`src/verilog/dma_pkg.sv`:
```
package dma_pkg;

    // word address, word count and memory word widths
    localparam int ADDR_W = 16;
    localparam int LEN_W = 16;
    localparam int DATA_W = 32;

    // reads in flight, also the pending-address queue depth
    localparam int PIPE_DEPTH = 4;
    localparam int QPTR_W = $clog2(PIPE_DEPTH);
    localparam int QCNT_W = $clog2(PIPE_DEPTH + 1);

    // descriptor is four words: src, dst, len, next/flags
    localparam int DESC_WORDS = 4;
    localparam int DESC_IDX_W = $clog2(DESC_WORDS);

    // word3 layout, next pointer sits above the two flag bits
    localparam int IRQ_COMPLETE_BIT = 0;
    localparam int IRQ_EACH_BIT = 1;
    localparam int NEXT_LSB = 2;

    // irq pulse length
    localparam int IRQ_CYCLES = 2;
    localparam int IRQ_CNT_W = $clog2(IRQ_CYCLES + 1);

    typedef enum logic [1:0] {
        ST_IDLE,
        ST_FETCH,
        ST_BUSY
    } dma_state_e;

    typedef enum logic [1:0] {
        PH_IDLE,
        PH_REQ,
        PH_WAIT_ACK_LOW,
        PH_DONE
    } fetch_phase_e;

    // transfer source, taken from desc_mode at start
    typedef enum logic {
        MODE_DIRECT,
        MODE_DESC
    } dma_mode_e;

    typedef struct packed {
        logic [ADDR_W-1:0] src;
        logic [ADDR_W-1:0] dst;
        logic [LEN_W-1:0]  len;
        // zero ends the chain
        logic [ADDR_W-1:0] next;
        logic              irq_on_each;
        logic              irq_on_complete;
    } dma_desc_t;

endpackage

```
`src/verilog/dma_ifs.sv`:
```
`timescale 1ns/1ps

// copy command from controller to read issuer
interface copy_cmd_if;
    import dma_pkg::*;

    // one-cycle pulse, other fields valid with it
    logic              go;
    logic [ADDR_W-1:0] first_src;
    logic [ADDR_W-1:0] first_dst;
    logic [LEN_W-1:0]  len;
    logic              forward;
    // high while nothing is left to issue
    logic              issued_all;

    modport controller (
        output go, first_src, first_dst, len, forward,
        input  issued_all
    );

    modport issuer (
        input  go, first_src, first_dst, len, forward,
        output issued_all
    );
endinterface

// write addresses from read issuer into the write-back queue
interface wb_queue_if;
    import dma_pkg::*;

    logic              push;
    logic [ADDR_W-1:0] push_addr;
    // fewer than PIPE_DEPTH entries held
    logic              room;
    logic              empty;

    modport issuer (
        output push, push_addr,
        input  room, empty
    );

    modport queue (
        input  push, push_addr,
        output room, empty
    );
endinterface

```
`src/verilog/dma_desc_decoder.sv`:
```
`timescale 1ns/1ps

module dma_desc_decoder (
    input  logic                         clk,
    input  logic                         rst_n,
    input  logic                         fetch_go,
    input  logic [dma_pkg::ADDR_W-1:0]   fetch_ptr,
    output logic                         desc_req,
    output logic [dma_pkg::ADDR_W-1:0]   desc_addr,
    input  logic                         desc_ack,
    input  logic [dma_pkg::DATA_W-1:0]   desc_data,
    output logic                         desc_valid,
    output dma_pkg::dma_desc_t           desc
);
    import dma_pkg::*;

    fetch_phase_e          phase;
    logic [DESC_IDX_W-1:0] word_idx;
    logic [ADDR_W-1:0]     base;
    logic                  last_word;
    // words 0..2 kept raw, word3 parsed as it arrives
    logic [DATA_W-1:0]     words [DESC_WORDS-1];
    logic [ADDR_W-1:0]     next_ptr;
    logic                  flag_each;
    logic                  flag_complete;

    assign last_word = (word_idx == DESC_IDX_W'(DESC_WORDS - 1));
    // address held steady from req rise to ack
    assign desc_addr = base + ADDR_W'(word_idx);
    assign desc_valid = (phase == PH_DONE);

    always_ff @(posedge clk or negedge rst_n) begin
        if (!rst_n) begin
            phase    <= PH_IDLE;
            word_idx <= '0;
            desc_req <= 1'b0;
        end else begin
            case (phase)
                PH_IDLE: begin
                    if (fetch_go) begin
                        word_idx <= '0;
                        desc_req <= 1'b1;
                        phase    <= PH_REQ;
                    end
                end
                PH_REQ: begin
                    // word captured below, drop req
                    if (desc_ack) begin
                        desc_req <= 1'b0;
                        phase    <= PH_WAIT_ACK_LOW;
                    end
                end
                PH_WAIT_ACK_LOW: begin
                    // next req only once ack is back low
                    if (!desc_ack) begin
                        if (last_word) begin
                            phase <= PH_DONE;
                        end else begin
                            word_idx <= word_idx + 1'b1;
                            desc_req <= 1'b1;
                            phase    <= PH_REQ;
                        end
                    end
                end
                PH_DONE: begin
                    phase <= PH_IDLE;
                end
                default: phase <= PH_IDLE;
            endcase
        end
    end

    always_ff @(posedge clk) begin
        if (phase == PH_IDLE && fetch_go) begin
            base <= fetch_ptr;
        end
        if (phase == PH_REQ && desc_ack) begin
            if (last_word) begin
                next_ptr      <= desc_data[NEXT_LSB +: ADDR_W];
                flag_each     <= desc_data[IRQ_EACH_BIT];
                flag_complete <= desc_data[IRQ_COMPLETE_BIT];
            end else begin
                words[word_idx] <= desc_data;
            end
        end
    end

    always_comb begin
        desc.src             = words[0][ADDR_W-1:0];
        desc.dst             = words[1][ADDR_W-1:0];
        desc.len             = words[2][LEN_W-1:0];
        desc.next            = next_ptr;
        desc.irq_on_each     = flag_each;
        desc.irq_on_complete = flag_complete;
    end

endmodule

```
`src/verilog/dma_controller.sv`:
```
`timescale 1ns/1ps

module dma_controller (
    input  logic                         clk,
    input  logic                         rst_n,
    input  logic                         start,
    input  logic                         desc_mode,
    input  logic [dma_pkg::ADDR_W-1:0]   src,
    input  logic [dma_pkg::ADDR_W-1:0]   dst,
    input  logic [dma_pkg::LEN_W-1:0]    len,
    input  logic [dma_pkg::ADDR_W-1:0]   desc_ptr,
    output logic                         fetch_go,
    output logic [dma_pkg::ADDR_W-1:0]   fetch_ptr,
    input  logic                         desc_valid,
    input  dma_pkg::dma_desc_t           desc,
    copy_cmd_if.controller               cmd,
    input  logic                         empty,
    output logic                         done,
    output logic                         irq
);
    import dma_pkg::*;

    dma_state_e           state;
    dma_mode_e            mode;
    logic                 from_desc;
    logic [IRQ_CNT_W-1:0] irq_cnt;
    // flags of the descriptor being copied
    logic [ADDR_W-1:0]    cur_next;
    logic                 cur_each;
    logic                 cur_complete;
    // command fields, ports in IDLE, descriptor otherwise
    logic [ADDR_W-1:0]    sel_src;
    logic [ADDR_W-1:0]    sel_dst;
    logic [LEN_W-1:0]     sel_len;
    logic [ADDR_W:0]      src_end;
    logic                 backward;
    logic                 load;
    logic                 finish;
    logic                 chain;

    assign mode = dma_mode_e'(desc_mode);

    always_comb begin
        if (state == ST_IDLE) begin
            sel_src = src;
            sel_dst = dst;
            sel_len = len;
        end else begin
            sel_src = desc.src;
            sel_dst = desc.dst;
            sel_len = desc.len;
        end
    end

    // one past the source end, extra bit so it cannot wrap
    assign src_end = {1'b0, sel_src} + (ADDR_W + 1)'(sel_len);
    // dst above src and inside the source region: copy from the top down
    assign backward = (sel_dst > sel_src) && (src_end > {1'b0, sel_dst});

    assign load = (state == ST_IDLE && start && mode == MODE_DIRECT)
                || (state == ST_FETCH && desc_valid);
    assign finish = (state == ST_BUSY) && cmd.issued_all && empty;
    assign chain = finish && from_desc && (cur_next != '0);

    always_ff @(posedge clk or negedge rst_n) begin
        if (!rst_n) begin
            state     <= ST_IDLE;
            done      <= 1'b0;
            irq       <= 1'b0;
            irq_cnt   <= '0;
            fetch_go  <= 1'b0;
            cmd.go    <= 1'b0;
            from_desc <= 1'b0;
        end else begin
            fetch_go <= 1'b0;
            cmd.go   <= 1'b0;
            // irq trails the counter by one cycle
            irq <= (irq_cnt != '0);
            if (irq_cnt != '0) begin
                irq_cnt <= irq_cnt - 1'b1;
            end
            case (state)
                ST_IDLE: begin
                    if (start) begin
                        done <= 1'b0;
                        if (mode == MODE_DESC) begin
                            fetch_go  <= 1'b1;
                            from_desc <= 1'b1;
                            state     <= ST_FETCH;
                        end else if (len == '0) begin
                            // nothing to move
                            done      <= 1'b1;
                            from_desc <= 1'b0;
                        end else begin
                            cmd.go    <= 1'b1;
                            from_desc <= 1'b0;
                            state     <= ST_BUSY;
                        end
                    end
                end
                ST_FETCH: begin
                    if (desc_valid) begin
                        cmd.go <= 1'b1;
                        state  <= ST_BUSY;
                    end
                end
                ST_BUSY: begin
                    if (chain) begin
                        if (cur_each) begin
                            irq_cnt <= IRQ_CNT_W'(IRQ_CYCLES);
                        end
                        fetch_go <= 1'b1;
                        state    <= ST_FETCH;
                    end else if (finish) begin
                        if (from_desc && cur_complete) begin
                            irq_cnt <= IRQ_CNT_W'(IRQ_CYCLES);
                        end
                        done  <= 1'b1;
                        state <= ST_IDLE;
                    end
                end
                default: state <= ST_IDLE;
            endcase
        end
    end

    always_ff @(posedge clk) begin
        if (state == ST_IDLE && start) begin
            fetch_ptr <= desc_ptr;
        end else if (chain) begin
            fetch_ptr <= cur_next;
        end
        if (load) begin
            cmd.len     <= sel_len;
            cmd.forward <= !backward;
            // backward copy starts at the last word of each region
            cmd.first_src <= backward ? ADDR_W'(src_end - 1'b1) : sel_src;
            cmd.first_dst <= backward ? sel_dst + ADDR_W'(sel_len) - 1'b1 : sel_dst;
        end
        if (state == ST_FETCH && desc_valid) begin
            cur_next     <= desc.next;
            cur_each     <= desc.irq_on_each;
            cur_complete <= desc.irq_on_complete;
        end
    end

endmodule

```
`src/verilog/dma_read_issue.sv`:
```
`timescale 1ns/1ps

module dma_read_issue (
    input  logic                         clk,
    input  logic                         rst_n,
    copy_cmd_if.issuer                   cmd,
    wb_queue_if.issuer                   wbq,
    output logic                         mem_read_en,
    output logic [dma_pkg::ADDR_W-1:0]   mem_read_addr
);
    import dma_pkg::*;

    logic [ADDR_W-1:0] rd_idx;
    logic [ADDR_W-1:0] wr_idx;
    logic [LEN_W-1:0]  remaining;
    logic              forward;
    logic              issue;

    // one read per cycle while words remain and the queue can take the address
    assign issue = (remaining != '0) && wbq.room;

    // paired write address goes into the queue with the read
    assign wbq.push = issue;
    assign wbq.push_addr = wr_idx;

    // go masks the stale zero count until the new one is loaded
    assign cmd.issued_all = (remaining == '0) && !cmd.go;

    always_ff @(posedge clk or negedge rst_n) begin
        if (!rst_n) begin
            remaining   <= '0;
            mem_read_en <= 1'b0;
        end else begin
            mem_read_en <= issue;
            if (cmd.go) begin
                remaining <= cmd.len;
            end else if (issue) begin
                remaining <= remaining - 1'b1;
            end
        end
    end

    always_ff @(posedge clk) begin
        if (cmd.go) begin
            rd_idx  <= cmd.first_src;
            wr_idx  <= cmd.first_dst;
            forward <= cmd.forward;
        end else if (issue) begin
            mem_read_addr <= rd_idx;
            // both indices step the same way
            if (forward) begin
                rd_idx <= rd_idx + 1'b1;
                wr_idx <= wr_idx + 1'b1;
            end else begin
                rd_idx <= rd_idx - 1'b1;
                wr_idx <= wr_idx - 1'b1;
            end
        end
    end

endmodule

```
`src/verilog/dma_write_back.sv`:
```
`timescale 1ns/1ps

module dma_write_back (
    input  logic                         clk,
    input  logic                         rst_n,
    wb_queue_if.queue                    wbq,
    input  logic [dma_pkg::DATA_W-1:0]   mem_read_data,
    input  logic                         mem_read_valid,
    output logic                         mem_write_en,
    output logic [dma_pkg::ADDR_W-1:0]   mem_write_addr,
    output logic [dma_pkg::DATA_W-1:0]   mem_write_data
);
    import dma_pkg::*;

    // circular queue of write addresses, one per read in flight
    logic [ADDR_W-1:0] pend_addr [PIPE_DEPTH];
    logic [QPTR_W-1:0] head;
    logic [QPTR_W-1:0] tail;
    logic [QCNT_W-1:0] count;

    assign wbq.room = (count < QCNT_W'(PIPE_DEPTH));
    assign wbq.empty = (count == '0);

    always_ff @(posedge clk or negedge rst_n) begin
        if (!rst_n) begin
            head         <= '0;
            tail         <= '0;
            count        <= '0;
            mem_write_en <= 1'b0;
        end else begin
            // read data returns in issue order, oldest address first
            mem_write_en <= mem_read_valid;
            if (wbq.push) begin
                tail <= tail + 1'b1;
            end
            if (mem_read_valid) begin
                head <= head + 1'b1;
            end
            // push and pop in one cycle leave the count alone
            case ({wbq.push, mem_read_valid})
                2'b10:   count <= count + 1'b1;
                2'b01:   count <= count - 1'b1;
                default: count <= count;
            endcase
        end
    end

    always_ff @(posedge clk) begin
        if (wbq.push) begin
            pend_addr[tail] <= wbq.push_addr;
        end
        if (mem_read_valid) begin
            mem_write_addr <= pend_addr[head];
            mem_write_data <= mem_read_data;
        end
    end

endmodule

```
`src/verilog/dma_top.sv`:
```
`timescale 1ns/1ps

module dma_top (
    input  logic                         clk,
    input  logic                         rst_n,
    // control and status
    input  logic                         start,
    input  logic                         desc_mode,
    input  logic [dma_pkg::ADDR_W-1:0]   src,
    input  logic [dma_pkg::ADDR_W-1:0]   dst,
    input  logic [dma_pkg::LEN_W-1:0]    len,
    input  logic [dma_pkg::ADDR_W-1:0]   desc_ptr,
    output logic                         done,
    output logic                         irq,
    // memory read side, data one cycle after the request
    output logic                         mem_read_en,
    output logic [dma_pkg::ADDR_W-1:0]   mem_read_addr,
    input  logic [dma_pkg::DATA_W-1:0]   mem_read_data,
    input  logic                         mem_read_valid,
    // memory write side
    output logic                         mem_write_en,
    output logic [dma_pkg::ADDR_W-1:0]   mem_write_addr,
    output logic [dma_pkg::DATA_W-1:0]   mem_write_data,
    // descriptor port, four-phase req/ack
    output logic                         desc_req,
    output logic [dma_pkg::ADDR_W-1:0]   desc_addr,
    input  logic                         desc_ack,
    input  logic [dma_pkg::DATA_W-1:0]   desc_data
);
    import dma_pkg::*;

    logic              fetch_go;
    logic [ADDR_W-1:0] fetch_ptr;
    logic              desc_valid;
    dma_desc_t         desc;

    copy_cmd_if i_cmd_if ();
    wb_queue_if i_wbq_if ();

    dma_controller i_controller (
        .clk        (clk),
        .rst_n      (rst_n),
        .start      (start),
        .desc_mode  (desc_mode),
        .src        (src),
        .dst        (dst),
        .len        (len),
        .desc_ptr   (desc_ptr),
        .fetch_go   (fetch_go),
        .fetch_ptr  (fetch_ptr),
        .desc_valid (desc_valid),
        .desc       (desc),
        .cmd        (i_cmd_if.controller),
        .empty      (i_wbq_if.empty),
        .done       (done),
        .irq        (irq)
    );

    dma_desc_decoder i_desc_decoder (
        .clk        (clk),
        .rst_n      (rst_n),
        .fetch_go   (fetch_go),
        .fetch_ptr  (fetch_ptr),
        .desc_req   (desc_req),
        .desc_addr  (desc_addr),
        .desc_ack   (desc_ack),
        .desc_data  (desc_data),
        .desc_valid (desc_valid),
        .desc       (desc)
    );

    dma_read_issue i_read_issue (
        .clk           (clk),
        .rst_n         (rst_n),
        .cmd           (i_cmd_if.issuer),
        .wbq           (i_wbq_if.issuer),
        .mem_read_en   (mem_read_en),
        .mem_read_addr (mem_read_addr)
    );

    dma_write_back i_write_back (
        .clk            (clk),
        .rst_n          (rst_n),
        .wbq            (i_wbq_if.queue),
        .mem_read_data  (mem_read_data),
        .mem_read_valid (mem_read_valid),
        .mem_write_en   (mem_write_en),
        .mem_write_addr (mem_write_addr),
        .mem_write_data (mem_write_data)
    );

endmodule

```
`config.mk`:
```
export PLATFORM = sky130hd
export DESIGN_NAME = dma_top
export DESIGN_NICKNAME = d
export VERILOG_FILES = /design/src/verilog/dma_pkg.sv /design/src/verilog/dma_ifs.sv /design/src/verilog/dma_desc_decoder.sv /design/src/verilog/dma_controller.sv /design/src/verilog/dma_read_issue.sv /design/src/verilog/dma_write_back.sv /design/src/verilog/dma_top.sv
export SDC_FILE = /design/constraint.sdc
export NUM_CORES = 1
export LEC_CHECK = 0
export BUFFER_PORTS_ARGS = -buffer_cell sky130_fd_sc_hd__buf_2
export CELL_PAD_IN_SITES_DETAIL_PLACEMENT = 1
export CELL_PAD_IN_SITES_GLOBAL_PLACEMENT = 1
export CORE_MARGIN = 5
export CORE_UTILIZATION = 44
export DETAILED_ROUTE_END_ITERATION = 16
export PLACE_DENSITY_LB_ADDON = 0.1
export SKIP_LAST_GASP = 1
export SLEW_MARGIN = 15
export SYNTH_ARGS = -nofsm -noshare
export SYNTH_HDL_FRONTEND = slang
export SYNTH_SLANG_ARGS = --single-unit
```
`constraint.sdc`:
```
create_clock -name clk -period 19.99 [get_ports clk]
set_clock_uncertainty 0.05 [all_clocks]
set_input_delay 1.999 -clock clk [delete_from_list [all_inputs] [get_ports clk]]
set_output_delay 1.999 -clock clk [all_outputs]
set_load 0.1 [all_outputs]
```
# Yosys cells after proc, flatten, opt, wreduce, memory -nomap -nowiden
# Memories as Yosys holds them, arrays and structs flattened. A register that Yosys moved wholly into a read port is not among the register bits.
# Index checks and enable logic that the tools add are counted.
op_classes:
  addsub: 16
  order_cmp: 3
  n_eq_ne: 18
  n_mux: 63
  bitwise: 2
  n_reduce_logical: 38
op_table:
  columns: ["op", "count"]
  rows:
  - ["two-way mux 16 bit", 15]
  - ["subtractor 16 x 1 -> 16 bit (second input constant)", 5]
  - ["two-way mux 2 bit", 19]
  - ["adder 16 x 1 -> 16 bit (second input constant)", 2]
  - ["logical NOT 16 bit", 2]
  - ["nonzero test 16 bit", 2]
  - ["two-way mux 1 bit", 21]
  - ["adder 16 x 16 -> 17 bit", 1]
  - ["greater-than comparator 17 x 16 -> 1 bit", 1]
  - ["adder 16 bit", 1]
  - ["adder 16 x 2 -> 16 bit", 1]
  - ["greater-than comparator 16 bit", 1]
  - ["logical AND 1 bit", 13]
  - ["!= test 2 bit (second input constant)", 6]
  - ["AND reduction 4 bit", 3]
  - ["nonzero test 2 bit", 6]
  - ["== test 2 bit (second input constant)", 5]
  - ["one-hot mux 2 bit (4 select lines)", 1]
  - ["adder 2 x 1 -> 2 bit (second input constant)", 3]
  - ["== test 2 x 1 -> 1 bit (second input constant)", 3]
  - ["one-hot mux 1 bit (2 select lines)", 3]
  - ["one-hot mux 2 bit (3 select lines)", 1]
  - ["one-hot mux 3 bit (2 select lines)", 1]
  - ["AND reduction 2 bit", 3]
  - ["17 further kinds", 21]
totals:
  reg_bits: 237
  mem_bits_rw: 160
  in_bits: 134
  output_inout_bits: 85
  word_cells: 175
  mem_count: 2
mem_list:
  columns: ["memory", "words", "word_bits", "rd", "rd_clocked_by_memory_dff", "write_ports", "line", "source"]
  rows:
  - ["i_desc_decoder.words", 3, 32, 3, 0, 1, "dma_desc_decoder.sv:22", "logic [DATA_W-1:0] words [DESC_WORDS-1];"]
  - ["i_write_back.pend_addr", 4, 16, 1, 1, 1, "dma_write_back.sv:16", "logic [ADDR_W-1:0] pend_addr [PIPE_DEPTH];"]

# Depth between registers and ports, before layout
logic_depth:
  word_depth: 8
  mapped_depth: 28
  depth_no_buf: 24

# Cells and area by module
# From an unflattened synthesis, not the netlist that was laid out.
unflattened:
  cells_unflattened: 1453
  area_unflattened_um2: 18606.6
by_module_without_submodules:
  columns: ["module", "n_inst", "cells_each", "area_each_um2", "seq_area_each_um2"]
  rows:
  - ["dma_controller", 1, 668, 6905.4, 2717.6]
  - ["dma_read_issue", 1, 443, 4320.4, 1896.8]
  - ["dma_write_back", 1, 170, 4211.5, 3563.4]
  - ["dma_desc_decoder", 1, 172, 3169.3, 2587.5]

# Least setup slack after synthesis
# Ideal clock, no wire load.
synth_path:
  path_kind: "input to register"
  from: "input port len[0] (netlist name)"
  to: "register i_controller.cmd.first_dst[11], data pin"
  setup_time_ns: 0.260
  t_arrival_ns: 6.006
  required_time_ns: 19.680
  setup_slack_ns: 13.675
  cell_stages: 21
  path_buffers: 1
  cell_sequence: "mux2i_1 inv_1 ha_1 fa_1 a21o_1 a21oi_1 or4_4 a21oi_2 a2111o_2 nand3_4 ha_1 a21o_1 a21o_1 a21oi_1 o21ai_0 or4_1 a21oi_1 nand2b_1 o211a_4 buf_8 mux2_2"
synth_via:
  elab_chain_len: 5
  word_cells_on_any_way: 7
  classes_between: "3 x add/sub; 1 x order compare; 2 x mux; 1 x reduce/logical"
synth_lines:
  columns: ["element", "line", "source"]
  rows:
  - ["start, declared", "dma_top.sv:11", "input logic [dma_pkg::LEN_W-1:0] len,"]
  - ["two-way mux 16 bit (*)", "dma_controller.sv:44", "if (state == ST_IDLE) begin"]
  - ["net i_controller.sel_len[0]", "dma_controller.sv:34", "logic [LEN_W-1:0] sel_len;"]
  - ["adder 16 x 16 -> 17 bit", "dma_controller.sv:56", "assign src_end = {1'b0, sel_src} + (ADDR_W + 1)'(sel_len);"]
  - ["greater-than comparator 17 x 16 -> 1 bit", "dma_controller.sv:58", "assign backward = (sel_dst > sel_src) && (src_end > {1'b0, sel_dst});"]
  - ["logical AND 1 bit", "dma_controller.sv:58", null]
  - ["two-way mux 16 bit (*)", "dma_controller.sv:138", "cmd.first_dst <= backward ? sel_dst + ADDR_W'(sel_len) - 1'b1 : sel_dst;"]
  - ["end signal, assigned", "dma_controller.sv:138", null]
  - ["end, declared", "dma_ifs.sv:17", "output go, first_src, first_dst, len, forward,"]
# The timed path passes the listed nets; every way through them passes the cells marked *.
# A chain may end at the register's enable or synchronous reset.

# Worst setup path after layout
# Same ends and word-level chain as after synthesis.

==> flow_summary.yaml <==
outcome:
  status: "finished, final reports clean"
cells_and_area:
  drive_above_1_share: 0.211
  top_register: "i_write_back.pend_addr"
  fin_util: 0.519
  largest_reg_flops: 64
  area_delta_synth_final_pct: 16.7
  top_regs: "i_write_back.pend_addr (64), i_desc_decoder.words (48), i_write_back.mem_write_data (32)"
  nNetsFinal: 1877
worst_setup_path:
  end_kind: "flop"
  cp_slowest_cell: "o211a_4"
  r2r_slack_ps: 13230
  cp.required_ps: 20240
  worstPathCellList: "buf_2 > mux2i_1 > inv_1 > ha_1 > fa_1 > a21o_1 > a21oi_1 > or4_4 > a211oi_2 > o21ai_2 > o31ai_4 > xnor2_1 > inv_1 > ha_1 > nand2_1 > nor2_1 > o21ai_0 > a31oi_1 > or4_1 > a21oi_1 > nand2_1 > o211a_4 > mux2_2"
  critPathLaunchType: "input port"
  critPathLaunch: "len[0]"
  crit_path_max_incr_delay_ps: 600
  r2r_end: "i_controller.cmd.first_dst[11]"
  endpoint: "i_controller.cmd.first_dst[11]"
  path_class: "input port to flop"
  r2r_cells: 22
  worstReg2RegStart: "i_controller.state[1]"
  cp_max_fo: 58
  cp.arrival_ps: 7240
route:
  vias_per_cell: 5.28
  drc: 0
  drtIter0Drc: 615
  postRouteAntennaNets: 0
  dr.pass1.iters: 5
  vias: 11600
  wl_per_cell_um: 20.6
  drt-total-wl_um: 45200
clocking:
  clk_path_buf_depth: 3
  h-tree-depth: 2
  holdBufCountCts: 0
  cts_made_buffers: 41
  cts_root_buf: "clkbuf_16"
  ctsResizeCount: 0
  postCtsSetupBuffers: 0
  cts_num_sinks: 365
  cts_tree: "yes"
  clock_latency_ps: 560
  clkTransAtPathRegs_ps: 60
timing:
  hold_viol_final: 0
  min_period_ps: 7000
  slew_violations: 0
  setup_viol: 0
  layout_setup_ws_ps: 12990
  tns_ps: 0
  rsz0062_at_grt: "false"
  relSlewSlack: 0.356
  min_period_over_period: 0.350
  tightestPinTransition_ps: 965
  max_freq_ghz: 0.143
floorplan:
  core.rowCount: 74
  start_util: 0.444
  die_w_um: 213
  die-area_um2: 45400
  num_io_pins: 219
  die_height_um: 213
  coreArea_um2: 40800
place:
  gp_congestion: 0.871
  io_buffers: 204
  hpwl_um: 34300
  place_worst_setup_slack_ps: 12420
global_route:
  grt_pass1_wl_um: 70400
  grt_use_total: 0.200
  first_global_vias: 12300
  grt_overflow: 0
  grt_max_degree: 59
  antenna_found_initial: 5
pwr:
  p_clk_frac: 0.188
  p_comb_frac: 0.503
  p_seq_frac: 0.309
  p_per_area_nw_per_um2: 195
  swShare: 0.432
  vdd_drop_max_mv: 0.106
  power.switching_uw: 1780
  p_leak_uw: 0.00842
  p_int_uw: 2340
synthesis:
  synth.distinct_cells: 81
  yosysWarnings: 0
  netlist_instances: 1404
  synth-edff-count: 326
  netlist_area_um2: 18100
  synth-main-ff-cell: "edfxtp_1"
  ys_ff_latch: 365
  syn_area_per_cell_um2: 12.9
  ys_seq_area_frac: 0.593
  async_flop_share: 0.107
  synth_nets: 1656
flow_run:
  drv_cap: 0
hold_path:
  hp-class: "flop to flop"
routing by layer:
layer | routed length, um | track usage | up-vias | part of all wire
met3 | 1730 | 0.0260 | 57 | 0.038
met2 | 22200 | 0.340 | 228 | 0.49
met1 | 20100 | 0.270 | 5728 | 0.45
met5 | 0 | 0 | - | 0
li1 | - | - | 5583 | -
met4 | 1090 | 0.0638 | 0 | 0.024
worst max-delay path, delay by kind of cell:
kind | cells | cell delay (ps)
AOI/OAI and AO/OA | 9 | 2040
buffers and inverters | 3 | 330
adders and majority gates | 3 | 970
and+or+nand+nor | 5 | 780
muxes | 2 | 710
xor gates and xnor gates | 1 | 390
worst min path at each step:
stage	startpoint	end	slack [ps]	depth (start not counted)
2_1_floorplan	i_desc_decoder.flag_complete	i_controller.cur_complete	350	0
3_3_place_gp	i_controller.fetch_ptr[7]	i_desc_decoder.base[7]	350	0
3_5_place_dp	i_desc_decoder.next_ptr[6]	i_controller.cur_next[6]	360	0
4_1_cts	i_controller.cmd.forward	i_read_issue.forward	360	0
5_1_grt	i_desc_decoder.next_ptr[12]	i_controller.cur_next[12]	370	0
6_report	i_controller.cmd.forward	i_read_issue.forward	370	0
logic make-up after synthesis:
group           Yosys count  share of synthesized area
flops                   365                      0.593
mux                      88                     0.0620
xor+xnor                104                     0.0517
simple gates            340                     0.0912
buf+inv                 152                     0.0338
compound gates          236                     0.0835
fa+ha+maj               119                     0.0845
cells in the mapped netlist, drive strengths merged, types with 28 or more instances:
cell | number | area (um2)
dfrtp | 39 | 976
xnor2 | 67 | 606
nor2 | 70 | 263
nand2 | 119 | 447
mux2i | 50 | 517
a21oi | 59 | 303
edfxtp | 326 | 9790
nor3 | 28 | 140
xor2 | 37 | 332
inv | 115 | 432
o21ai | 79 | 407
ha | 112 | 1400
metrics by stage:
stage               instance area, um2  hold WS [ps]  total power, uW  std cells
finish                           21200           366             4120       2195
global placement                 19800           351             3310       2114
detailed placement               19800           356             3370       2114
CTS                              21200           356             4170       2189
floorplan                        18100           350             2880       1404
global route                     21200           371             4420       2195
area by class of cell:
| cell class | instances | area [um2] |
|---|---|---|
| Timing Repair Buffer | 215 | 1100 |
| Fill cell | 4166 | 19700 |
| Multi-Input combinational cell | 887 | 6790 |
| Clock inverter | 14 | 224 |
| Inverter | 115 | 432 |
| Clock buffer | 61 | 1180 |
| Sequential cell | 365 | 10800 |
| Tap cell | 532 | 666 |
| Antenna cell | 6 | 15.0 |
layout by cell type, fill, tap and decap left out, types with 10 or more instances in the layout:
cell type	instances
o21ai_0	75
nor4_1	14
mux2i_1	48
a21o_1	19
nor2b_1	11
buf_2	204
a31oi_1	10
mux4_2	16
inv_1	114
nand3_1	25
o21bai_1	11
mux2_2	22
xnor2_1	66
and2_1	14
dfrtp_1	38
clkbuf_1	14
nor2_1	69
clkbuf_16	43
nor3_1	28
nand2_1	119
nand4_1	16
buf_4	11
ha_1	112
a21oi_1	57
xor2_1	36
edfxtp_1	326
power by group through the flow:
stage               Combinational [uW]  Sequential [uW]  Clock (uW)
floorplan                         1370             1520           0
global placement                  2030             1280           0
detailed placement                2080             1290           0
CTS                               2100             1280         797
global route                      2290             1300         831
finish                            2070             1270         775
No activity file was read; power rests on OpenSTA's default activity.
